File: src/hw/cpu_pkg.sv
`default_nettype none

package cpu_pkg;

    // ----------------------------------------
    // Widths
    // ----------------------------------------
    localparam int DATA_W     = 32;
    localparam int REG_ADDR_W = 5;
    localparam int MEM_ADDR_W = 10;
    localparam int ALU_OP_W   = 4;

    localparam logic [ALU_OP_W-1:0] ALU_ADD    = 4'd0;
    localparam logic [ALU_OP_W-1:0] ALU_SUB    = 4'd1;
    localparam logic [ALU_OP_W-1:0] ALU_AND    = 4'd2;
    localparam logic [ALU_OP_W-1:0] ALU_OR     = 4'd3;
    localparam logic [ALU_OP_W-1:0] ALU_XOR    = 4'd4;
    localparam logic [ALU_OP_W-1:0] ALU_SLT    = 4'd5;
    localparam logic [ALU_OP_W-1:0] ALU_SLL    = 4'd6;
    localparam logic [ALU_OP_W-1:0] ALU_SRL    = 4'd7;
    localparam logic [ALU_OP_W-1:0] ALU_PASS_B = 4'd8;

    localparam logic [6:0] OP_R      = 7'b0110011;
    localparam logic [6:0] OP_I      = 7'b0010011;
    localparam logic [6:0] OP_LOAD   = 7'b0000011;
    localparam logic [6:0] OP_STORE  = 7'b0100011;
    localparam logic [6:0] OP_BRANCH = 7'b1100011;
    localparam logic [6:0] OP_LUI    = 7'b0110111;
    localparam logic [6:0] OP_JAL    = 7'b1101111;

    localparam logic [1:0] WB_ALU = 2'd0;
    localparam logic [1:0] WB_MEM = 2'd1;
    localparam logic [1:0] WB_PC4 = 2'd2;

    // Both I/O registers sit just above the 4 KB array, reachable with lui x?, 1.
    localparam logic [DATA_W-1:0] SW_ADDR  = 32'h0000_1000;
    localparam logic [DATA_W-1:0] LED_ADDR = 32'h0000_1004;

    // addi x0, x0, 0
    localparam logic [DATA_W-1:0] NOP_INST = 32'h0000_0013;

    // ----------------------------------------
    // Instruction word views
    // ----------------------------------------
    typedef union packed {
        logic [31:0] raw;
        struct packed {
            logic [6:0] funct7;
            logic [4:0] rs2;
            logic [4:0] rs1;
            logic [2:0] funct3;
            logic [4:0] rd;
            logic [6:0] opcode;
        } r_fmt;
        struct packed {
            logic [11:0] imm12;
            logic [4:0]  rs1;
            logic [2:0]  funct3;
            logic [4:0]  rd;
            logic [6:0]  opcode;
        } i_fmt;
        struct packed {
            logic [6:0] imm_hi;
            logic [4:0] rs2;
            logic [4:0] rs1;
            logic [2:0] funct3;
            logic [4:0] imm_lo;
            logic [6:0] opcode;
        } s_fmt;
        struct packed {
            logic [19:0] imm20;
            logic [4:0]  rd;
            logic [6:0]  opcode;
        } u_fmt;
    } inst_word_t;

endpackage

`default_nettype wire

File: src/hw/reg_file.sv
`timescale 1ns/10ps
`default_nettype none

module reg_file import cpu_pkg::*; (
    input  logic                  cpuclk,
    input  logic                  rst,
    input  logic [REG_ADDR_W-1:0] rs1,
    input  logic [REG_ADDR_W-1:0] rs2,
    input  logic                  wb_we,
    input  logic [REG_ADDR_W-1:0] wb_rd,
    input  logic [DATA_W-1:0]     wb_data,
    output logic [DATA_W-1:0]     rs1_data,
    output logic [DATA_W-1:0]     rs2_data
);

    logic [DATA_W-1:0] regs [0:(1<<REG_ADDR_W)-1];

    // x0 is cleared with the rest and never written, so it reads as zero.
    always_ff @(posedge cpuclk) begin
        if (rst) begin
            for (int i = 0; i < (1 << REG_ADDR_W); i++) begin
                regs[i] <= '0;
            end
        end else if (wb_we && (wb_rd != '0)) begin
            regs[wb_rd] <= wb_data;
        end
    end

    // Reads see the value from before a write in the same cycle.
    assign rs1_data = regs[rs1];
    assign rs2_data = regs[rs2];

endmodule

`default_nettype wire

File: config.mk
export PLATFORM = sky130hd
export DESIGN_NAME = reg_file
export DESIGN_NICKNAME = d
export VERILOG_FILES = /design/src/hw/cpu_pkg.sv /design/src/hw/reg_file.sv
export SDC_FILE = /design/constraint.sdc
export NUM_CORES = 2
export LEC_CHECK = 0
export BUFFER_PORTS_ARGS = -buffer_cell sky130_fd_sc_hd__buf_4
export CORE_ASPECT_RATIO = 1.75
export CORE_MARGIN = 2
export CORE_UTILIZATION = 60
export DETAILED_ROUTE_END_ITERATION = 10
export PLACE_DENSITY_LB_ADDON = 0.3
export SLEW_MARGIN = 20
export SYNTH_ARGS = -nofsm -noshare
export SYNTH_HDL_FRONTEND = slang
export SYNTH_SLANG_ARGS = --single-unit
File: constraint.sdc
create_clock -name cpuclk -period 2.44 [get_ports cpuclk]
set_input_delay 0.488 -clock cpuclk [delete_from_list [all_inputs] [get_ports cpuclk]]
set_output_delay 0.488 -clock cpuclk [all_outputs]
set_load 0.01 [all_outputs]
== Word-level counts from Yosys, hierarchy flattened ==
Memories as Yosys holds them, arrays and structs flattened.
Cells that the tools add are included.
Widths: inputs -> output; s select.

* Output and inout port bits: 64
* Register bits after elaboration: 0
* Input bits: 50
* Logic and storage cells: 12
* Memory bits (writable): 1024
* Memories: 1

{| class="wikitable"
|+ Memory list
! memory !! words !! bits a word !! read ports !! clocked after memory_dff !! write ports !! line !! RTL
|-
| regs || 32 || 32 || 2 || 0 || 32 || reg_file.sv:16 || <nowiki>logic [DATA_W-1:0] regs [0:(1<<REG_ADDR_W)-1];</nowiki>
|}

* Mux-type cells: 8
* Reductions and logical operators: 3

{| class="wikitable"
|+ Operators by type and width
! cell !! number
|-
| $mux 32 || 1
|-
| $reduce_or 32->1 || 1
|-
| $mux 1 || 6
|-
| $mux 5 || 1
|-
| $reduce_bool 5->1 || 1
|-
| $logic_and 1x1->1 || 1
|}

== Longest topological paths before layout ==
* Depth after elaboration: 7
* Mapped depth: 8
* Depth with buffers taken out: 5

== Worst setup path before layout ==
Ideal clock, no wire load.

* Path type: input-to-output
* From: input port rs2[1]
* To: output port rs2_data[25]
* Data arrival time: 1.687 ns
* Stages: 8
* Path slack: 0.265 ns
* Buffers on the path: 4
* Data required time: 1.952 ns
* Cell sequence: buf_2 buf_4 buf_4 buf_6 mux2i_1 a22oi_1 a31oi_1 nand3_1

* Cells in the longest elaborated chain, start to end: 1

{| class="wikitable"
|+ RTL lines
! item !! line !! RTL
|-
| start, declared || reg_file.sv:8 || <nowiki>input logic [REG_ADDR_W-1:0] rs2,</nowiki>
|-
| $mem_v2 32x32 || n/a ||
|-
| end, declared || reg_file.sv:13 || <nowiki>output logic [DATA_W-1:0] rs2_data</nowiki>
|}

No other way between the ends.

==> impl_metrics.json <==
{
  "fill_cell_count": 6024,
  "cts_tree": "done",
  "vdd_drop_max_v": 0.0006266,
  "cts_h_tree_lvls": 3,
  "min_path_type": "in2reg",
  "die_w_um": 234.7,
  "cp-start-kind": "register",
  "share_comb_of_total_power_pct": 15.3,
  "ioPinCount": 114,
  "drt.antenna.violating_nets": 0,
  "dpl_cell_area_um2": 61440,
  "clockPowerShare_pct": 35.3,
  "first_global_vias": 42930,
  "post_synth_instance_area_um2": 55900,
  "floorplan.die_area_um2": 95710,
  "initial_core_util_pct": 60.37,
  "clock_tree.root_cell": "sky130_fd_sc_hd__clkbuf_16",
  "wl_met3_um": 21960,
  "cells_taking_the_most_area_after_synthesis": "sky130_fd_sc_hd__edfxtp_1, sky130_fd_sc_hd__mux2i_1, sky130_fd_sc_hd__and2_1",
  "endpoint_type_of_the_worst_setup_path": "primary output",
  "synth.largest_area_cell": "sky130_fd_sc_hd__edfxtp_1",
  "share_of_post_route_cells_with_drive_strength_above_1_pct": 19.17,
  "maximum_number_of_pins_on_one_net_before_global_route_repair": 46,
  "power.static_leakage_nw": 26.83,
  "tritoncts_num_sinks": 1024,
  "drt_first_iter_violations": 5438,
  "die_y_um": 407.8,
  "met1_length_um": 64060,
  "critical_path_required_ns": 1.95,
  "final_min_period_over_clock_period_pct": 110.6,
  "grt_total_ovfl": 0,
  "number_of_clock_buffers_inserted_by_tritoncts": 91,
  "synth_edf_count": 1024,
  "synthArstFlopShare_pct": 0,
  "crit_start": "regs[5][4]",
  "postCtsHoldBufs": 0,
  "largest_register_ff_count": 1024,
  "finalNetCount": 4917,
  "route.vias.total": 42080,
  "post_synth_most_frequent_cells": "sky130_fd_sc_hd__edfxtp_1, sky130_fd_sc_hd__mux2i_1, sky130_fd_sc_hd__and2_1",
  "dominantRegCellSynth": "sky130_fd_sc_hd__edfxtp_1",
  "p_switching_mw": 10.94,
  "finalWeightedCongestion": 0.9439,
  "fmax_mhz": 370.5,
  "rsz0062_at_grt": "yes",
  "layout_setup_ws_ns": -0.2587,
  "fp.coreArea_um2": 92590,
  "hold_start": "rst",
  "routed_wl_um": 198100,
  "placement.io_buffers": 113,
  "met2_wire_length_um": 94450,
  "cts.clk_slew.worst_paths_ns": 0.07,
  "syn_area_per_cell_um2": 12.14,
  "synth_top_cell_area_share_pct": 55.01,
  "hold_violation_total_from_the_final_report": 0,
  "drv.max_cap_violation_count": 0,
  "fin_crit_ns": 2.699,
  "groute.usage.overall_pct": 40.58,
  "timing.final.max_slew_violations": 0,
  "areaGrowthSynthToFinish_pct": 20.20,
  "drt_pass1_iterations": 7,
  "relative_slew_margins_pct": 58.20,
  "drc": 0,
  "timing.critical_path.arrival_ns": 2.21,
  "cts.path.max_buffers": 3,
  "power.share.sequential_pct": 49.4,
  "final_cell_area_um2": 67190,
  "critPathKind": "reg2out",
  "utilization_pct": 72.56,
  "final-setup-viol-count": 62,
  "cell_internal_pwr_mw": 31.27,
  "routedWlPerCell_um": 32.22,
  "ys_types": 29,
  "highest-signal-layer": "met5",
  "power_switching_share_pct": 25.92,
  "largestRegisters": "regs (1024)",
  "grt_antenna_before_repair": 9,
  "synthesis_stage_register_bit_count": 1024,
  "power_per_cell_area_nw_per_um2": 628.4,
  "post_synthesis_cells": 4605,
  "status": "finished with violations",
  "tightestPinTransition_ns": 0.6271,
  "failing_checks": "setup timing",
  "yosysSeqAreaShare_pct": 55.01,
  "detail_route.vias_per_cell": 6.845,
  "dp_hpwl_um": 125500,
  "crit_fanout": 2,
  "grt_pass1_wl_um": 281100,
  "placementRows": 148,
  "largest_register_by_flop_count": "regs",
  "ys.warnings.count": 0
}
-- cell type report --
cell class	count	area (µm²)	share of cell area [%]
sequential	1024	30750	45.77
multi-input combinational	3166	24480	36.44
timing repair buffer	584	7432	11.06
clock buffer	106	2397	3.568
tap	1200	1501	2.235
clock inverter	55	591.8	0.8809
antenna	13	32.53	0.04842
-- path summary, 6_finish.rpt --
| path | endpoint | slack, ns | cells past startpoint |
|---|---|---|---|
| setup / recovery | rs1_data[4] | -0.26 | 6 |
| hold / removal | regs[0][29] | 0.06 | 1 |
-- critical path: stages, from the launching register on --
cell and delay (ns):
sky130_fd_sc_hd__edfxtp_1 0.42, sky130_fd_sc_hd__mux2i_1 0.27, sky130_fd_sc_hd__a22o_1 0.25, sky130_fd_sc_hd__nor3_4 0.08, sky130_fd_sc_hd__a31oi_4 0.18, sky130_fd_sc_hd__nand3_2 0.13
sky130_fd_sc_hd__buf_6 0.15
-- power groups by stage --
stage / Sequential [mW] / Combinational [mW] / Clock [mW]
floorplan: 21.0 / 3.09 / 0
global placement: 21.1 / 5.49 / 0
detailed placement: 21.2 / 5.57 / 0
CTS: 20.8 / 6.14 / 14.8
global route: 20.9 / 6.66 / 15.5
finish: 20.9 / 6.46 / 14.9
-- cells in the final DEF, fill, tap and decap left out, drive strengths merged --
| cell type | netlist | layout |
|---|---|---|
| or3 | 2 | 2 |
| nand3 | 194 | 194 |
| a22o | 128 | 128 |
| nand2 | 196 | 196 |
| or2 | 33 | 33 |
| and2 | 994 | 994 |
| or3b | 2 | 2 |
| nand2b | 5 | 5 |
| nor3 | 64 | 64 |
| buf | 212 | 570 |
| bufinv | 0 | 11 |
| mux2i | 1024 | 1024 |
| nor2 | 35 | 35 |
| nand3b | 4 | 4 |
| a21oi | 192 | 192 |
| diode | 0 | 13 |
| edfxtp | 1024 | 1024 |
| a22oi | 192 | 192 |
| inv | 0 | 2 |
| nor2b | 5 | 5 |
| clkinv | 0 | 37 |
| bufbuf | 0 | 10 |
| clkbuf | 234 | 110 |
| clkinvlp | 0 | 5 |
| a31oi | 64 | 64 |
| conb | 1 | 32 |
-- per-stage QoR --
stage                     TNS (ns)  cells  setup slack, ns  power (mW)  hold slack [ns]
after global routing        -8.567   6135          -0.2543       43.11          0.06837
final                       -6.102   6148          -0.2587       42.22          0.05703
after detailed placement    -10.46   5928          -0.3091       26.75           0.7735
after CTS                   -5.415   6119          -0.1857       41.80          0.04882
after global placement      -9.537   5928          -0.2779       26.59           0.7772
after floorplan                  0   4636           0.2646       24.12           0.6862
-- kinds of logic after synthesis --
kind of cell,synth area share (%)
muxes,18.34
DFF,55.01
and+or+nand+nor,15.73
AOI/OAI and AO/OA,7.020
other,0.006709
buffers and inverters,3.899
-- per-layer routing --
layer | vias to the layer above | global-route usage, %
li1 | 17400 | -
met1 | 20590 | 45.04
met2 | 3090 | 65.92
met3 | 999 | 10.18
met4 | 6 | 33.30
met5 | - | 0
-- what timing repair did --
item                                    4_1_cts  5_1_grt
endpoints found under the setup margin       64       64
setup buffers                                38       17
gates cloned                                 19        4
resized for setup                           271       79
pin swaps                                   105      123
(Power assumes the default switching activity.)
