`config.mk`:
```
export PLATFORM = sky130hd
export DESIGN_NAME = inst_decoder
export DESIGN_NICKNAME = d
export VERILOG_FILES = /design/src/hw/cpu_pkg.sv /design/src/hw/inst_decoder.sv
export SDC_FILE = /design/constraint.sdc
export NUM_CORES = 1
export LEC_CHECK = 0
export ABC_CLOCK_PERIOD_IN_PS = 1400
export BUFFER_PORTS_ARGS = -buffer_cell sky130_fd_sc_hd__buf_2
export CAP_MARGIN = 20
export CORE_MARGIN = 2
export CORE_UTILIZATION = 32
export DETAILED_ROUTE_END_ITERATION = 8
export PLACE_DENSITY = 0.87
export SLEW_MARGIN = 40
export SYNTH_ARGS = -nofsm -noshare
export SYNTH_HDL_FRONTEND = slang
export SYNTH_SLANG_ARGS = --single-unit
```
`constraint.sdc`:
```
create_clock -name vclk -period 1.4
set_input_delay 0.21 -clock vclk [all_inputs]
set_output_delay 0.21 -clock vclk [all_outputs]
set_load 0.01 [all_outputs]
```
`src/hw/cpu_pkg.sv`:
```
`default_nettype none

package cpu_pkg;

    // ----------------------------------------
    // Widths
    // ----------------------------------------
    localparam int DATA_W     = 32;
    localparam int REG_ADDR_W = 5;
    localparam int MEM_ADDR_W = 10;
    localparam int ALU_OP_W   = 4;

    localparam logic [ALU_OP_W-1:0] ALU_ADD    = 4'd0;
    localparam logic [ALU_OP_W-1:0] ALU_SUB    = 4'd1;
    localparam logic [ALU_OP_W-1:0] ALU_AND    = 4'd2;
    localparam logic [ALU_OP_W-1:0] ALU_OR     = 4'd3;
    localparam logic [ALU_OP_W-1:0] ALU_XOR    = 4'd4;
    localparam logic [ALU_OP_W-1:0] ALU_SLT    = 4'd5;
    localparam logic [ALU_OP_W-1:0] ALU_SLL    = 4'd6;
    localparam logic [ALU_OP_W-1:0] ALU_SRL    = 4'd7;
    localparam logic [ALU_OP_W-1:0] ALU_PASS_B = 4'd8;

    localparam logic [6:0] OP_R      = 7'b0110011;
    localparam logic [6:0] OP_I      = 7'b0010011;
    localparam logic [6:0] OP_LOAD   = 7'b0000011;
    localparam logic [6:0] OP_STORE  = 7'b0100011;
    localparam logic [6:0] OP_BRANCH = 7'b1100011;
    localparam logic [6:0] OP_LUI    = 7'b0110111;
    localparam logic [6:0] OP_JAL    = 7'b1101111;

    localparam logic [1:0] WB_ALU = 2'd0;
    localparam logic [1:0] WB_MEM = 2'd1;
    localparam logic [1:0] WB_PC4 = 2'd2;

    // Both I/O registers sit just above the 4 KB array, reachable with lui x?, 1.
    localparam logic [DATA_W-1:0] SW_ADDR  = 32'h0000_1000;
    localparam logic [DATA_W-1:0] LED_ADDR = 32'h0000_1004;

    // addi x0, x0, 0
    localparam logic [DATA_W-1:0] NOP_INST = 32'h0000_0013;

    // ----------------------------------------
    // Instruction word views
    // ----------------------------------------
    typedef union packed {
        logic [31:0] raw;
        struct packed {
            logic [6:0] funct7;
            logic [4:0] rs2;
            logic [4:0] rs1;
            logic [2:0] funct3;
            logic [4:0] rd;
            logic [6:0] opcode;
        } r_fmt;
        struct packed {
            logic [11:0] imm12;
            logic [4:0]  rs1;
            logic [2:0]  funct3;
            logic [4:0]  rd;
            logic [6:0]  opcode;
        } i_fmt;
        struct packed {
            logic [6:0] imm_hi;
            logic [4:0] rs2;
            logic [4:0] rs1;
            logic [2:0] funct3;
            logic [4:0] imm_lo;
            logic [6:0] opcode;
        } s_fmt;
        struct packed {
            logic [19:0] imm20;
            logic [4:0]  rd;
            logic [6:0]  opcode;
        } u_fmt;
    } inst_word_t;

endpackage

`default_nettype wire

```
`src/hw/inst_decoder.sv`:
```
`timescale 1ns/10ps
`default_nettype none

module inst_decoder import cpu_pkg::*; (
    input  logic [DATA_W-1:0]     dec_inst,
    output logic [REG_ADDR_W-1:0] rs1,
    output logic [REG_ADDR_W-1:0] rs2,
    output logic [REG_ADDR_W-1:0] rd,
    output logic [DATA_W-1:0]     imm,
    output logic [ALU_OP_W-1:0]   alu_op,
    output logic                  alu_src_imm,
    output logic                  reg_we,
    output logic                  mem_we,
    output logic                  mem_re,
    output logic [1:0]            wb_sel,
    output logic                  is_branch,
    output logic                  branch_ne,
    output logic                  is_jal
);

    inst_word_t        iw;
    logic [DATA_W-1:0] imm_i;
    logic [DATA_W-1:0] imm_s;
    logic [DATA_W-1:0] imm_b;
    logic [DATA_W-1:0] imm_u;
    logic [DATA_W-1:0] imm_j;

    assign iw  = dec_inst;
    assign rs1 = iw.r_fmt.rs1;
    assign rs2 = iw.r_fmt.rs2;
    assign rd  = iw.r_fmt.rd;

    // ----------------------------------------
    // Immediates
    // ----------------------------------------
    assign imm_i = {{20{iw.i_fmt.imm12[11]}}, iw.i_fmt.imm12};
    assign imm_s = {{20{iw.s_fmt.imm_hi[6]}}, iw.s_fmt.imm_hi, iw.s_fmt.imm_lo};
    assign imm_u = {iw.u_fmt.imm20, 12'b0};
    assign imm_b = {{19{iw.raw[31]}}, iw.raw[31], iw.raw[7], iw.raw[30:25],
                    iw.raw[11:8], 1'b0};
    assign imm_j = {{11{iw.raw[31]}}, iw.raw[31], iw.raw[19:12], iw.raw[20],
                    iw.raw[30:21], 1'b0};

    // ----------------------------------------
    // Control
    // ----------------------------------------
    always_comb begin
        imm         = imm_i;
        alu_op      = ALU_ADD;
        alu_src_imm = 1'b0;
        reg_we      = 1'b0;
        mem_we      = 1'b0;
        mem_re      = 1'b0;
        wb_sel      = WB_ALU;
        is_branch   = 1'b0;
        branch_ne   = 1'b0;
        is_jal      = 1'b0;
        case (iw.r_fmt.opcode)
            OP_R: begin
                reg_we = 1'b1;
                case (iw.r_fmt.funct3)
                    3'b000: alu_op = iw.r_fmt.funct7[5] ? ALU_SUB : ALU_ADD;
                    3'b001: alu_op = ALU_SLL;
                    3'b010: alu_op = ALU_SLT;
                    3'b100: alu_op = ALU_XOR;
                    3'b101: alu_op = ALU_SRL;
                    3'b110: alu_op = ALU_OR;
                    3'b111: alu_op = ALU_AND;
                    default: reg_we = 1'b0;
                endcase
            end
            OP_I: begin
                alu_src_imm = 1'b1;
                reg_we      = 1'b1;
                case (iw.i_fmt.funct3)
                    3'b000: alu_op = ALU_ADD;
                    3'b010: alu_op = ALU_SLT;
                    3'b100: alu_op = ALU_XOR;
                    3'b110: alu_op = ALU_OR;
                    3'b111: alu_op = ALU_AND;
                    default: reg_we = 1'b0;
                endcase
            end
            OP_LOAD: begin
                alu_src_imm = 1'b1;
                if (iw.i_fmt.funct3 == 3'b010) begin
                    reg_we = 1'b1;
                    mem_re = 1'b1;
                    wb_sel = WB_MEM;
                end
            end
            OP_STORE: begin
                imm         = imm_s;
                alu_src_imm = 1'b1;
                mem_we      = (iw.s_fmt.funct3 == 3'b010);
            end
            OP_BRANCH: begin
                imm       = imm_b;
                alu_op    = ALU_SUB;
                is_branch = (iw.r_fmt.funct3[2:1] == 2'b00);
                branch_ne = iw.r_fmt.funct3[0];
            end
            OP_LUI: begin
                imm         = imm_u;
                alu_op      = ALU_PASS_B;
                alu_src_imm = 1'b1;
                reg_we      = 1'b1;
            end
            OP_JAL: begin
                imm    = imm_j;
                reg_we = 1'b1;
                wb_sel = WB_PC4;
                is_jal = 1'b1;
            end
            default: ;
        endcase
    end

endmodule

`default_nettype wire

```
# Word level (Yosys, flattened, before mapping)
# Cells that the tools add are included.
totals:
  regBits: 0
  latchBits: 0
  ramBits: 0
  rom_bits: 0
  in_bits: 32
  memories: 0
classes:
  n_addsub: 0
  multipliers: 0
  div: 0
  n_lt_le_gt_ge: 0
  n_eq_ne: 13
  shifts: 0
  mux: 17
  n_bitwise: 0
  n_reduce_logical: 6
ops:
  columns: ["operator", "n"]
  rows:
  - ["one-hot mux 31 bit (4 select lines)", 1]
  - ["== test 7 x 6 -> 1 bit (second input constant)", 3]
  - ["one-hot mux 3 bit (7 select lines)", 1]
  - ["one-hot mux 4 bit (4 select lines)", 1]
  - ["== test 7 bit (second input constant)", 2]
  - ["== test 3 bit (second input constant)", 4]
  - ["one-hot mux 3 bit (4 select lines)", 1]
  - ["two-way mux 1 bit", 11]
  - ["== test 7 x 2 -> 1 bit (second input constant)", 1]
  - ["== test 7 x 5 -> 1 bit (second input constant)", 1]
  - ["OR reduction 7 bit", 1]
  - ["OR reduction 5 bit", 1]
  - ["one-hot mux 1 bit (4 select lines)", 1]
  - ["one-hot mux 2 bit (2 select lines)", 1]
  - ["OR reduction 4 bit", 1]
  - ["== test 3 x 1 -> 1 bit (second input constant)", 1]
  - ["== test 3 x 2 -> 1 bit (second input constant)", 1]
  - ["zero test 3 bit", 1]
  - ["zero test 2 bit", 1]
  - ["OR reduction 2 bit", 1]

# Logic depth before layout (Yosys ltp)
depth:
  word_depth: 4
  mapped_depth: 6

# Worst setup path after synthesis
# Ideal clock, no wire load.
synth_timing:
  kind: "input-to-output"
  startpoint: "input dec_inst[12]"
  endpoint: "output reg_we"
  arrival_time_ns: 1.288
  required_time_ns: 1.190
  slack_ns: -0.098
  path_stages: 4
  cell_sequence: "buf_6 or4b_4 nor4_4 a311o_1"
synth_between:
  elab_chain_len: 4
synth_lines:
  columns: ["item", "line", "rtl"]
  rows:
  - ["start, declared", "inst_decoder.sv:5", "input logic [DATA_W-1:0] dec_inst,"]
  - ["== test 3 x 2 -> 1 bit (tied with other cells)", "inst_decoder.sv:61, inst_decoder.sv:75, inst_decoder.sv:86", null]
  - ["OR reduction 7 bit (no line) or OR reduction 5 bit (tied branches)", null, null]
  - ["two-way mux 1 bit, on equally long branches", "inst_decoder.sv:61, inst_decoder.sv:75", null]
  - ["one-hot mux 1 bit (4 select lines) *", "inst_decoder.sv:58", "case (iw.r_fmt.opcode)"]
  - ["end, declared", "inst_decoder.sv:12", "output logic reg_we,"]
# Every way passes the cells marked *; elsewhere a longest branch is shown, timed or not.

# Worst setup path in the final report
layout_timing:
  startpoint: "input dec_inst[6]"
  endpoint: "output imm[21]"
layout_between:
  elab_chain_len: 2
layout_lines:
  columns: ["item", "line", "rtl"]
  rows:
  - ["== test 7 bit or == test 7 x 6 -> 1 bit (tied branches)", "inst_decoder.sv:58", null]
  - ["one-hot mux 31 bit (4 select lines) *", "inst_decoder.sv:58", null]
  - ["end, declared", "inst_decoder.sv:9", "output logic [DATA_W-1:0] imm,"]
# Marked as above.

==> impl_metrics.toml <==
[outcome]
outcome = "finished with violations"
violations = "negative setup slack"

[sta]
timing.final.ws_setup_ns = -0.214
maxSlewHeadroom_pct = 83.7
fin_setup_tns_ns = -4.93
hold_ws_ns = 0.620
fmax_ghz = 0.620
tightestPinTransition_ns = 0.244
final_max_slew_viol_count = 0
rsz0062_at_grt = "true"
setup_viol = 41
hold_viol_final = 0
fin_crit_sh_pct = 115
fin_crit_ns = 1.61

[global_route]
grt_overflow = 0
antenna_found_initial = 0
grt_pass1_vias = 931
grt_max_degree = 20
grt_usage_pct = 18.8
grt_first_pass_wirelength_um = 4220

[cells_and_area]
final_cell_mix = "buf_2, buf_6, buf_4"
regArea_um2 = 0
diodes = 0
n_clock_buffer = 0
fin_nets = 233
design.seq.count = 0
syn_to_final_growth_pct = 106
layout_commonest_cell = "buf_2"
drive_gt1_share_pct = 76.4

[routing]
ant_nets = 0
via_count = 1120
wl_um = 3460
avgRoutedWirePerCell_um = 15.3
drcViolationCount = 0
firstDrtPassIters = 4
detail_route.iter0.violations = 11
via_per_inst = 4.93

[die]
row_count = 17
core-area_mm2 = 0.00225
dieHeight_um = 53.5
initial_core_util_pct = 34.8
num_io_pins = 92
die_area_mm2 = 0.00286
die_w_um = 53.5

[critical_path]
critPathMaxFanout = 10
worst_ep_arrival_time_ns = 1.40
cp_data_required_time_ns = 1.19
path_class = "in -> out"
crit_path_end_kind = "output port"
start_kind = "input port"

[placement]
io_buffers = 92
finalWeightedCongestion = 0.922
dp_hpwl_um = 2370
dpl_worst_slack_ns = -0.349

[hold_path]
hold_path_end = "rd[0]"
hold_path_startpoint = "dec_inst[7]"
hold_path_depth = 2
hold_class = "in -> out"

[yosys]
syn_area_per_cell_um2 = 7.47
synthCells = 105
ys_warn_count = 0
synth_fp_nets = 137
synth_area_leaders = "buf_4, a21o_1, mux2_1, nor2b_1, a22o_1"
netlist_area_um2 = 785
synth_top_area_share_pct = 18.2
yosysUniqueCellTypes = 37
netlist.top_cell.by_area = "buf_4"
ys_seq_area_share_pct = 0

[job]
maxCapViolCount = 0

[pwr]
vdd_drop_max_mv = 0.161
power_density_mw_per_mm2 = 254
cellLeakagePower_nw = 0.892

[clock_network]
cts_hold_buf = 0
## cells by family after synthesis
family | synth area share [%]
compound gates | 29.0
simple gates | 34.8
buf+inv | 23.3
mux | 12.9
## worst max path at each step
stage	start	to	slack, ns	depth (start not counted)
finish	dec_inst[6]	imm[21]	-0.21	8
global route	dec_inst[2]	reg_we	-0.27	7
CTS	dec_inst[6]	reg_we	-0.23	6
detailed placement	dec_inst[3]	imm[18]	-0.35	5
global placement	dec_inst[3]	imm[12]	-0.32	5
floorplan	dec_inst[12]	reg_we	-0.09	4
## worst max-delay path, stage by stage
cell and delay [ns]:
buf_8 0.10, buf_6 0.11, nor3b_4 0.25, buf_6 0.14, and2_4 0.18, buf_12 0.13
a21o_1 0.13, buf_2 0.15
## report_power, final
part / total (mW) / switching, mW / internal (mW)
Combinational: 0.411 / 0.192 / 0.219
Sequential: 0 / 0 / 0
Clock: 0 / 0 / 0
## final cells by class
cell class                      instances  area [um^2]
Tap cell                               28         35.0
Fill cell                             191          636
Multi-Input combinational cell         81          758
Timing Repair Buffer                  117          822
Inverter                                1         3.75
## synthesized netlist by cell type (2+ instances only)
cell,instances
a21o_1,12
nor2b_1,8
and3b_1,3
buf_4,19
mux2_2,2
nor2_1,5
mux2_1,7
buf_2,2
nor4_1,2
nand3b_1,2
o21ai_0,6
buf_6,2
a21oi_1,2
a22o_1,4
nand2b_1,2
nand3_1,3
nand2_1,4
## stage by stage
stage                     std cells  power [mW]  area [um^2]  utilization, %
after floorplan                 105       0.191          813               -
after global placement          221       0.329         1290            57.3
after detailed placement        221       0.334         1290            57.3
after CTS                       224       0.373         1440            63.9
after global routing            227       0.441         1620            71.8
final                           227       0.411         1620            71.8
## per-layer routing
layer,GRT usage [%],vias up,routed length [um]
li1,-,562,-
met1,27.8,519,1400
met2,31.5,37,1880
met3,0.847,2,148
met4,0.427,0,32
met5,0,-,0
## timing repair
item / in CTS / in global routing
gates resized for setup: 29 / 34
buffers inserted: 2 / 1
pin swaps: 10 / 10
setup endpoints to repair: 41 / 43
cloned: 1 / 2
Power figures use the tool's default switching activity.
