`config.mk`:
```
export PLATFORM = sky130hd
export DESIGN_NAME = fetch_unit
export DESIGN_NICKNAME = d
export VERILOG_FILES = /design/src/hw/cpu_pkg.sv /design/src/hw/fetch_unit.sv
export SDC_FILE = /design/constraint.sdc
export NUM_CORES = 1
export LEC_CHECK = 0
export BUFFER_PORTS_ARGS = -buffer_cell sky130_fd_sc_hd__buf_2
export CORE_MARGIN = 10
export CORE_UTILIZATION = 48
export CTS_BUF_LIST = sky130_fd_sc_hd__clkbuf_2 sky130_fd_sc_hd__clkbuf_4 sky130_fd_sc_hd__clkbuf_8
export CTS_CLUSTER_DIAMETER = 200
export DETAILED_ROUTE_END_ITERATION = 7
export PLACE_DENSITY_LB_ADDON = 0.08
export SLEW_MARGIN = 20
export SYNTH_ARGS = -nofsm -noshare
export SYNTH_HDL_FRONTEND = slang
export SYNTH_SLANG_ARGS = --single-unit
```
`constraint.sdc`:
```
create_clock -name cpuclk -period 4.41 [get_ports cpuclk]
set_input_delay 1.1025 -clock cpuclk [delete_from_list [all_inputs] [get_ports cpuclk]]
set_output_delay 1.1025 -clock cpuclk [all_outputs]
set_load 0.02 [all_outputs]
```
`src/hw/cpu_pkg.sv`:
```
`default_nettype none

package cpu_pkg;

    // ----------------------------------------
    // Widths
    // ----------------------------------------
    localparam int DATA_W     = 32;
    localparam int REG_ADDR_W = 5;
    localparam int MEM_ADDR_W = 10;
    localparam int ALU_OP_W   = 4;

    localparam logic [ALU_OP_W-1:0] ALU_ADD    = 4'd0;
    localparam logic [ALU_OP_W-1:0] ALU_SUB    = 4'd1;
    localparam logic [ALU_OP_W-1:0] ALU_AND    = 4'd2;
    localparam logic [ALU_OP_W-1:0] ALU_OR     = 4'd3;
    localparam logic [ALU_OP_W-1:0] ALU_XOR    = 4'd4;
    localparam logic [ALU_OP_W-1:0] ALU_SLT    = 4'd5;
    localparam logic [ALU_OP_W-1:0] ALU_SLL    = 4'd6;
    localparam logic [ALU_OP_W-1:0] ALU_SRL    = 4'd7;
    localparam logic [ALU_OP_W-1:0] ALU_PASS_B = 4'd8;

    localparam logic [6:0] OP_R      = 7'b0110011;
    localparam logic [6:0] OP_I      = 7'b0010011;
    localparam logic [6:0] OP_LOAD   = 7'b0000011;
    localparam logic [6:0] OP_STORE  = 7'b0100011;
    localparam logic [6:0] OP_BRANCH = 7'b1100011;
    localparam logic [6:0] OP_LUI    = 7'b0110111;
    localparam logic [6:0] OP_JAL    = 7'b1101111;

    localparam logic [1:0] WB_ALU = 2'd0;
    localparam logic [1:0] WB_MEM = 2'd1;
    localparam logic [1:0] WB_PC4 = 2'd2;

    // Both I/O registers sit just above the 4 KB array, reachable with lui x?, 1.
    localparam logic [DATA_W-1:0] SW_ADDR  = 32'h0000_1000;
    localparam logic [DATA_W-1:0] LED_ADDR = 32'h0000_1004;

    // addi x0, x0, 0
    localparam logic [DATA_W-1:0] NOP_INST = 32'h0000_0013;

    // ----------------------------------------
    // Instruction word views
    // ----------------------------------------
    typedef union packed {
        logic [31:0] raw;
        struct packed {
            logic [6:0] funct7;
            logic [4:0] rs2;
            logic [4:0] rs1;
            logic [2:0] funct3;
            logic [4:0] rd;
            logic [6:0] opcode;
        } r_fmt;
        struct packed {
            logic [11:0] imm12;
            logic [4:0]  rs1;
            logic [2:0]  funct3;
            logic [4:0]  rd;
            logic [6:0]  opcode;
        } i_fmt;
        struct packed {
            logic [6:0] imm_hi;
            logic [4:0] rs2;
            logic [4:0] rs1;
            logic [2:0] funct3;
            logic [4:0] imm_lo;
            logic [6:0] opcode;
        } s_fmt;
        struct packed {
            logic [19:0] imm20;
            logic [4:0]  rd;
            logic [6:0]  opcode;
        } u_fmt;
    } inst_word_t;

endpackage

`default_nettype wire

```
`src/hw/fetch_unit.sv`:
```
`timescale 1ns/10ps
`default_nettype none

module fetch_unit import cpu_pkg::*; (
    input  logic              cpuclk,
    input  logic              rst,
    input  logic              redirect,
    input  logic [DATA_W-1:0] redirect_pc,
    input  logic [DATA_W-1:0] fetch_inst,
    output logic [DATA_W-1:0] fetch_pc,
    output logic [DATA_W-1:0] dec_inst,
    output logic [DATA_W-1:0] dec_pc
);

    logic [DATA_W-1:0] pc;
    logic              slot_kill;

    // The memory registers the instruction itself, so the decode slot
    // only needs the PC and a kill flag that matches that word.
    always_ff @(posedge cpuclk) begin
        if (rst) begin
            pc        <= '0;
            slot_kill <= 1'b1;
        end else begin
            slot_kill <= redirect;
            if (redirect) begin
                pc <= redirect_pc;
            end else begin
                pc <= pc + 32'd4;
            end
        end
    end

    always_ff @(posedge cpuclk) begin
        dec_pc <= pc;
    end

    assign fetch_pc = pc;

    // A killed slot shows a NOP instead of the word fetched down the wrong path.
    assign dec_inst = slot_kill ? NOP_INST : fetch_inst;

endmodule

`default_nettype wire

```
# After elaboration in Yosys (flattened, before gate mapping)
# Index checks and enable logic that the tools add are counted.
# classes
addsub	1
mux	2
# op_table
operator	n
32-bit two-way mux	2
32-bit by 3-bit adder with 32-bit output (second input constant)	1
# word_totals
register_bits	65
inputBits	67
out_inout_bits	96
wordCells	6

# Depth between registers and ports, before layout
# Gate-level depths: netlist of run 1.
# logic_depth
word_depth	2
depth_mapped	6
depth_no_buf	5

# Least setup slack after synthesis of run 1
# OpenSTA, ideal clock, no wires.
# synth_timing
kind	input-to-output
from	input port fetch_inst[10]
to	output port dec_inst[10]
t_arrival_ns	1.430
required_time_ns	3.308
slack_ns	1.878
cell_stages	1
path_cell_list	nor2b_1
# synth_between
elab_chain_len	1
# synth_lines
item	line	source
start: declaration	fetch_unit.sv:9	input logic [DATA_W-1:0] fetch_inst,
32-bit two-way mux	fetch_unit.sv:41	assign dec_inst = slot_kill ? NOP_INST : fetch_inst;
end: declaration	fetch_unit.sv:11	output logic [DATA_W-1:0] dec_inst,
# No other way between the ends.

# Worst setup path after layout of run 1
# layout_timing
from	register slot_kill
to	output port dec_inst[0]
# layout_between
elab_chain_len	1
# layout_lines
item	line	source
start: declaration	fetch_unit.sv:16	logic slot_kill;
start signal: assignment	fetch_unit.sv:25	slot_kill <= redirect;
32-bit two-way mux	fetch_unit.sv:41	
# No other way between the ends.

==> impl_metrics.py, run 1 <==
metrics = {
    "logic_synthesis": {
        "synth_fa_ha_area_frac": 0.004643,
        "postSynthCellCount": 293,
        "yosys.cell_count.top_type": "dfxtp_1",
        "yosysSeqAreaShare": 0.4828,
        "synth-edff-count": 0,
        "ys_seq_elements": 65,
        "synth-compound-area-share": 0.1230,
        "synth_top_family_by_area": "simple AND/OR/NAND/NOR gates",
        "synth_largest_area_cell": "dfxtp_1",
        "synth.top_cell.area_share": 0.4828,
        "async_flop_share": 0,
        "postSynthAreaPerCell_sq_um": 9.198,
        "synthTopCellsByCount": "dfxtp_1 (65), nor2b_1 (33), nor2_1 (31), nand2_1 (20), clkbuf_1 (12)",
        "netlist_area_sq_mm": 0.002695,
        "ys_types": 42,
        "synth_ff_type": "dfxtp_1",
        "synth_mux_area_frac": 0.01114,
        "synth.yosys.warnings": 0,
        "synthXorXnorAreaFrac": 0.03575,
        "synth_area_leaders": "dfxtp_1 (48%), nor2b_1 (7.7%), nor2_1 (4.3%)",
        "synth_nets": 361,
        "synth-simple-area-share": 0.3073,
    },
    "worst_setup_path": {
        "crit_required_ns": 3.31,
        "crit_fanout": 32,
        "crit_path_end_kind": "output pin",
        "cp_data_arrival_time_ns": 1.70,
        "worstSetupStartpointType": "register",
        "critPathKind": "reg -> out",
    },
    "global_route": {
        "grt_pass1_vias": 2597,
        "grt_pass1_wl_mm": 13.26,
        "grtUsageTotal": 0.1861,
        "grt_overflow": 0,
        "antenna_found_initial": 0,
        "grt_max_degree": 34,
    },
    "cts": {
        "post_cts_resized": 0,
        "cts_root_buf": "clkbuf_8",
        "post_cts.repair.setup_buffers": 0,
        "cts_inserted_buffers": 9,
        "clkTransAtPathRegs_ns": 0.07,
        "cts_tree": "built",
        "clock_sinks": 65,
        "cts_buffer_depth": 2,
        "cts_hold_buf": 0,
        "cts.htree.levels": 3,
        "insertion_delay_ns": 0.34,
    },
    "sta": {
        "setup_violations": 0,
        "slew_violations": 0,
        "tns_ns": 0,
        "slew_headroom": 0.3541,
        "fmax_ghz": 0.3572,
        "rsz0062_at_grt": "false",
        "hold_viol": 0,
        "fin_skew_ns": 0.006760,
        "worst_pin_slew_ns": 0.9676,
        "min_period_ns": 2.799,
        "worst_slack_ns": 1.611,
        "period_share": 0.6347,
    },
    "route": {
        "wl_per_cell_um": 16.37,
        "antenna_left": 0,
        "post-route-drc-count": 0,
        "vias_per_cell": 5.186,
        "num_vias": 2738,
        "wirelength_mm": 8.642,
        "drt_iter0_drc": 140,
        "drt-pass1-iter-count": 4,
    },
    "finish": {
        "finalNetCount": 519,
        "syn2layout_area_growth_pct": 39.83,
        "final_util": 0.6886,
        "drive_gt1_frac": 0.4123,
        "diodes": 0,
        "finish.instance_area_sq_mm": 0.003769,
    },
    "floorplan": {
        "start_util": 0.4925,
        "design.core.area_sq_mm": 0.005473,
        "die-area_sq_mm": 0.009012,
        "ios": 163,
        "dieHeight_um": 94.93,
        "row_count": 27,
        "die_x_um": 94.93,
    },
    "min_path": {
        "hold_path.class": "reg -> reg",
    },
    "placed_design": {
        "place_area_sq_mm": 0.003535,
        "port_buffers": 162,
        "place_ws_ns": 1.425,
        "dp_hpwl_mm": 6.543,
        "place.gp.congestion": 0.8441,
    },
    "power": {
        "vdd.ir_drop.worst_uv": 276.3,
        "p_leak_nw": 1.723,
        "pwr_density_cell_mw_per_mm2": 387.7,
    },
    "status": {
        "status": "complete, no violations",
    },
    "job": {
        "maxCapViolations": 0,
    },
}
==> cells by family after synthesis <==
kind of cell,after synthesis
simple gates,147
flops,65
compound gates,43
buf+inv,23
xor+xnor,11
mux,3
fa+ha+maj,1
==> metrics by stage <==
| step | cells | hold WS (ns) | power (mW) |
|---|---|---|---|
| after floorplan | 293 | 0.4448 | 0.7993 |
| after global placement | 512 | 0.3511 | 0.8944 |
| after detailed placement | 512 | 0.3571 | 0.8971 |
| after CTS | 528 | 0.3675 | 1.476 |
| after global routing | 528 | 0.3761 | 1.519 |
| final | 528 | 0.3649 | 1.461 |
==> routing by layer <==
metal  vias to the layer above  part of all wire  global-route usage
li1                       1380                 -                   -
met1                      1245              0.40              0.2112
met2                       105              0.49              0.3089
met3                         8             0.099             0.06265
met4                         0             0.012             0.08728
met5                         -                 0                   0
==> cells in the final DEF, fill, tap and decap left out, types with 3 or more instances in the layout <==
cell | netlist | layout
clkbuf_8 | 0 | 11
nand3_1 | 8 | 8
a211oi_1 | 9 | 9
and3_1 | 3 | 3
and4_1 | 4 | 4
nand2_1 | 20 | 20
or4_1 | 4 | 4
inv_1 | 6 | 6
mux2i_1 | 3 | 3
nor2_1 | 31 | 31
nor2b_1 | 33 | 33
nand4_1 | 9 | 9
or2_2 | 5 | 5
or3_1 | 6 | 6
xnor2_1 | 9 | 9
o21ai_0 | 4 | 4
buf_2 | 1 | 162
a21oi_1 | 4 | 4
nor4_1 | 11 | 11
a2111oi_0 | 3 | 3
a311oi_1 | 11 | 11
dfxtp_1 | 65 | 65
o31ai_1 | 4 | 4
nor3_1 | 4 | 4
==> final timing paths <==
check | startpoint | end | slack [ns] | cells after the start
max | slot_kill | dec_inst[0] | 1.61 | 2
max reg2reg | fetch_pc[2] | fetch_pc[22] | 2.00 | 5
min | fetch_pc[1] | dec_pc[1] | 0.36 | 0
min reg2reg | fetch_pc[1] | dec_pc[1] | 0.36 | 0
==> registers in the layout, indices dropped and copies added (netlist names) <==
register / cells
dec_pc: 32
fetch_pc: 32
slot_kill: 1
==> critical path, cell delays in order, from the launching register on <==
cell and delay [ns]:
dfxtp_1 0.96, or2_2 0.23, buf_2 0.16
==> report_power, final <==
part,switching (mW),total (mW),internal (mW)
registers,0.0412,0.669,0.628
clock network,0.224,0.579,0.355
logic,0.128,0.213,0.0855
==> cell type report <==
cell class	instances	area [sq um]
fill	471	1704
sequential	65	1301
multi-input combinational	205	1299
timing repair buffer	163	818.3
clock buffer	12	158.9
tap	72	90.09
clock inverter	4	75.07
inverter	7	26.28
Note: power is estimated with default switching activity, not from simulation.
==> inputs of run 2 (changes only) <==
--- a/config.mk
+++ b/config.mk
@@ -7,7 +7,7 @@
 export LEC_CHECK = 0
 export BUFFER_PORTS_ARGS = -buffer_cell sky130_fd_sc_hd__buf_2
 export CORE_MARGIN = 10
-export CORE_UTILIZATION = 48
+export CORE_UTILIZATION = 40
 export CTS_BUF_LIST = sky130_fd_sc_hd__clkbuf_2 sky130_fd_sc_hd__clkbuf_4 sky130_fd_sc_hd__clkbuf_8
 export CTS_CLUSTER_DIAMETER = 200
 export DETAILED_ROUTE_END_ITERATION = 7
==> constraint.sdc (replaced) <==
create_clock -name cpuclk -period 2.35 [get_ports cpuclk]
set_input_delay 0.5875 -clock cpuclk [delete_from_list [all_inputs] [get_ports cpuclk]]
set_output_delay 0.5875 -clock cpuclk [all_outputs]
set_load 0.02 [all_outputs]
==> impl_metrics.py, run 2 (synthesis gave the netlist of run 1 again) <==
metrics = {
    "finish": {
        "drive_gt1_frac": 0.4187,
        "diodes": 0,
        "final_util": 0.5967,
        "finalNetCount": 524,
        "finish.instance_area_sq_mm": 0.003854,
        "nFillCells": 598,
        "layout_common_cells": "buf_2 (162), dfxtp_1 (65), nor2b_1 (33)",
        "final_common_cell": "buf_2",
        "stdcell_count": 538,
        "syn2layout_area_growth_pct": 42.99,
    },
    "floorplan": {
        "dieHeight_um": 102.1,
        "start_util": 0.4173,
        "ios": 163,
        "die_x_um": 102.1,
        "die-area_sq_mm": 0.01042,
        "row_count": 29,
        "design.core.area_sq_mm": 0.006459,
    },
    "worst_setup_path": {
        "critPathKind": "reg -> reg",
        "rrSetupSlack_ns": 0.16,
        "crit-reg2reg-launch": "fetch_pc[2]",
        "crit_path_end_kind": "register",
        "startpoint": "fetch_pc[2]",
        "reg2reg_depth": 5,
        "crit_required_ns": 2.60,
        "r2r-end": "fetch_pc[26]",
        "worstSetupStartpointType": "register",
        "crit_fanout": 9,
        "cp_data_arrival_time_ns": 2.45,
    },
    "sta": {
        "slew_violations": 0,
        "setup_violations": 0,
        "fmax_ghz": 0.4559,
        "tns_ns": 0,
        "whs_ns": 0.3729,
        "worst_slack_ns": 0.1563,
        "period_share": 0.9335,
        "fin_skew_ns": 0.01037,
        "hold_viol": 0,
        "slew_headroom": 0.5590,
        "worst_pin_slew_ns": 0.6615,
        "rsz0062_at_grt": "false",
        "min_period_ns": 2.194,
    },
    "power": {
        "total_power_mw": 2.951,
        "p_leak_nw": 1.771,
        "pwr_density_cell_mw_per_mm2": 765.8,
        "vdd.ir_drop.worst_uv": 580.1,
    },
    "route": {
        "num_vias": 2736,
        "vias_per_cell": 5.086,
        "drt-pass1-iter-count": 4,
        "antenna_left": 0,
        "wirelength_mm": 8.861,
        "drt_iter0_drc": 164,
        "wl_per_cell_um": 16.47,
        "post-route-drc-count": 0,
    },
    "status": {
        "status": "complete, no violations",
    },
    "placed_design": {
        "port_buffers": 162,
        "place_area_sq_mm": 0.003578,
        "dp_hpwl_mm": 6.893,
        "place_ws_ns": 0.1617,
        "place.gp.congestion": 0.8292,
        "dp_cells": 522,
    },
    "cts": {
        "post_cts_resized": 0,
        "clock_sinks": 65,
        "cts_buffer_depth": 2,
        "insertion_delay_ns": 0.35,
        "cts_inserted_buffers": 9,
        "cts.htree.levels": 3,
        "clkTransAtPathRegs_ns": 0.07,
        "cts_hold_buf": 0,
        "post_cts.repair.setup_buffers": 0,
        "cts_tree": "built",
        "cts_root_buf": "clkbuf_8",
    },
    "global_route": {
        "grt_overflow": 0,
        "grt_pass1_vias": 2638,
        "grtUsageTotal": 0.1629,
        "antenna_found_initial": 1,
        "grt_max_degree": 34,
        "grt_pass1_wl_mm": 13.57,
    },
    "job": {
        "maxCapViolations": 0,
    },
    "min_path": {
        "hold_path_end": "dec_pc[1]",
        "min_path_cells": 0,
        "hp-start": "fetch_pc[1]",
        "hold_path.class": "reg -> reg",
    },
}
[run 2: worst max path at each step]
stage	endpoint	slack [ns]
global placement	fetch_pc[26]	0.21
CTS	fetch_pc[26]	0.15
finish	fetch_pc[26]	0.16
floorplan	fetch_pc[26]	0.08
global route	fetch_pc[26]	0.01
detailed placement	fetch_pc[22]	0.16
[run 2: critical path, cell delays in order, from the launching register on]
cell and delay, ns:
dfxtp_1 0.42, ha_1 0.27, nand4_4 0.12, or3_1 0.50, or4_1 0.54, a311oi_1 0.25
[run 2: final cells by class]
cell class,count,area [sq um],share of cell area
Sequential cell,65,1301,0.3377
Multi-Input combinational cell,205,1299,0.3370
Timing Repair Buffer,168,855.8,0.2221
Clock buffer,10,137.6,0.03571
Clock inverter,6,137.6,0.03571
Tap cell,77,96.34,0.02500
Inverter,7,26.28,0.006818
[run 2: routing by layer]
metal / track usage / vias up / wire (um)
met5: 0 / - / 20
met4: 0.05531 / 2 / 40
met3: 0.07287 / 6 / 992
met2: 0.2578 / 116 / 4191
met1: 0.1925 / 1218 / 3615
li1: - / 1394 / -
[run 2: power breakdown]
group          internal, mW  switching, mW  total (mW)  leakage, nW
Sequential             1.18         0.0701        1.25        0.540
Combinational         0.165          0.249       0.414         1.09
Clock                 0.846          0.443        1.29        0.137
==> inputs of run 3 (changes only) <==
--- a/config.mk
+++ b/config.mk
@@ -11,6 +11,7 @@
 export CTS_BUF_LIST = sky130_fd_sc_hd__clkbuf_2 sky130_fd_sc_hd__clkbuf_4 sky130_fd_sc_hd__clkbuf_8
 export CTS_CLUSTER_DIAMETER = 200
 export DETAILED_ROUTE_END_ITERATION = 7
+export MAX_ROUTING_LAYER = met4
 export PLACE_DENSITY_LB_ADDON = 0.08
 export SLEW_MARGIN = 20
 export SYNTH_ARGS = -nofsm -noshare
==> impl_metrics.py, run 3 (synthesis gave the netlist of run 1 again) <==
metrics = {
    "power": {
        "p_leak_nw": 1.771,
        "vdd.ir_drop.worst_uv": 580.5,
        "pwr_density_cell_mw_per_mm2": 766.0,
    },
    "placed_design": {
        "place.gp.congestion": 0.8418,
        "place_area_sq_mm": 0.003578,
        "port_buffers": 162,
        "dp_hpwl_mm": 6.893,
    },
    "sta": {
        "rsz0062_at_grt": "false",
        "fin_skew_ns": 0.01075,
        "slew_violations": 0,
        "min_period_ns": 2.193,
        "hold_viol": 0,
        "period_share": 0.9333,
        "worst_pin_slew_ns": 0.6359,
        "fmax_ghz": 0.4559,
        "tns_ns": 0,
        "setup_violations": 0,
        "slew_headroom": 0.5761,
    },
    "status": {
        "status": "complete, no violations",
    },
    "cts": {
        "clock_sinks": 65,
        "clkTransAtPathRegs_ns": 0.07,
        "cts_buffer_depth": 2,
        "insertion_delay_ns": 0.35,
        "cts_root_buf": "clkbuf_8",
        "cts_tree": "built",
        "cts_hold_buf": 0,
        "cts.htree.levels": 3,
        "post_cts.repair.setup_buffers": 0,
        "post_cts_resized": 0,
        "cts_inserted_buffers": 9,
    },
    "floorplan": {
        "ios": 163,
        "row_count": 29,
        "design.core.area_sq_mm": 0.006459,
        "die_x_um": 102.1,
        "dieHeight_um": 102.1,
        "start_util": 0.4173,
        "die-area_sq_mm": 0.01042,
    },
    "route": {
        "vias_per_cell": 5.072,
        "post-route-drc-count": 0,
        "wl_per_cell_um": 16.49,
        "wirelength_mm": 8.872,
        "drt-pass1-iter-count": 5,
        "drt_iter0_drc": 182,
        "antenna_left": 0,
        "num_vias": 2729,
    },
    "finish": {
        "final_common_cell": "buf_2",
        "final_util": 0.5967,
        "drive_gt1_frac": 0.4187,
        "finalNetCount": 524,
        "diodes": 0,
        "layout_common_cells": "buf_2 (162), dfxtp_1 (65), nor2b_1 (33)",
        "nFillCells": 598,
        "syn2layout_area_growth_pct": 42.99,
        "finish.instance_area_sq_mm": 0.003854,
    },
    "worst_setup_path": {
        "worstSetupStartpointType": "register",
        "critPathKind": "reg -> reg",
        "crit_required_ns": 2.60,
        "crit_path_end_kind": "register",
        "crit_fanout": 9,
        "cp_data_arrival_time_ns": 2.45,
    },
    "global_route": {
        "grt_pass1_vias": 2651,
        "grt_max_degree": 34,
        "grt_overflow": 0,
        "antenna_found_initial": 0,
        "grtUsageTotal": 0.1680,
        "grt_pass1_wl_mm": 13.59,
    },
    "min_path": {
        "hold_path.class": "reg -> reg",
    },
    "job": {
        "maxCapViolations": 0,
    },
}
## run 3: where the power goes
part	switching (mW)	total (mW)	internal, mW
Combinational	0.249	0.414	0.165
Sequential	0.0701	1.25	1.18
Clock	0.444	1.29	0.846
## run 3: worst max-delay path, stage by stage (launching register included)
cell,delay [ns]
dfxtp_1,0.42
ha_1,0.27
nand4_4,0.12
or3_1,0.50
or4_1,0.54
a311oi_1,0.25
## run 3: final timing paths
| check | from | endpoint | slack (ns) | cells after the start |
|---|---|---|---|---|
| worst max-delay path | fetch_pc[2] | fetch_pc[26] | 0.16 | 5 |
| worst min-delay path | fetch_pc[0] | dec_pc[0] | 0.37 | 0 |
| worst max register to register | fetch_pc[2] | fetch_pc[26] | 0.16 | 5 |
| worst min register to register | fetch_pc[0] | dec_pc[0] | 0.37 | 0 |
## run 3: layout make-up
| type | instances | area [sq um] | area share |
|---|---|---|---|
| clock inverter | 6 | 137.6 | 0.03571 |
| inverter | 7 | 26.28 | 0.006818 |
| multi-input combinational | 205 | 1299 | 0.3370 |
| timing repair buffer | 168 | 855.8 | 0.2221 |
| tap | 77 | 96.34 | 0.02500 |
| sequential | 65 | 1301 | 0.3377 |
| clock buffer | 10 | 137.6 | 0.03571 |
## run 3: stage by stage
stage               worst slack [ns]  hold slack (ns)  cells  total power [mW]
floorplan                    0.08409           0.4448    293             1.500
global placement              0.2055           0.3563    522             1.688
detailed placement            0.1617           0.3597    522             1.693
CTS                           0.1461           0.3706    538             2.981
global route                 0.01018           0.3805    538             3.069
finish                        0.1567           0.3706    538             2.952
## run 3: metal layers
layer  track usage  vias to the layer above  wire (um)  part of all wire
li1              -                     1392          -                 -
met1        0.2049                     1214       3846              0.43
met2        0.2578                      117       4196              0.47
met3       0.05331                        6        763             0.086
met4       0.05531                        0         66            0.0074
met5             -                        -          0                 0
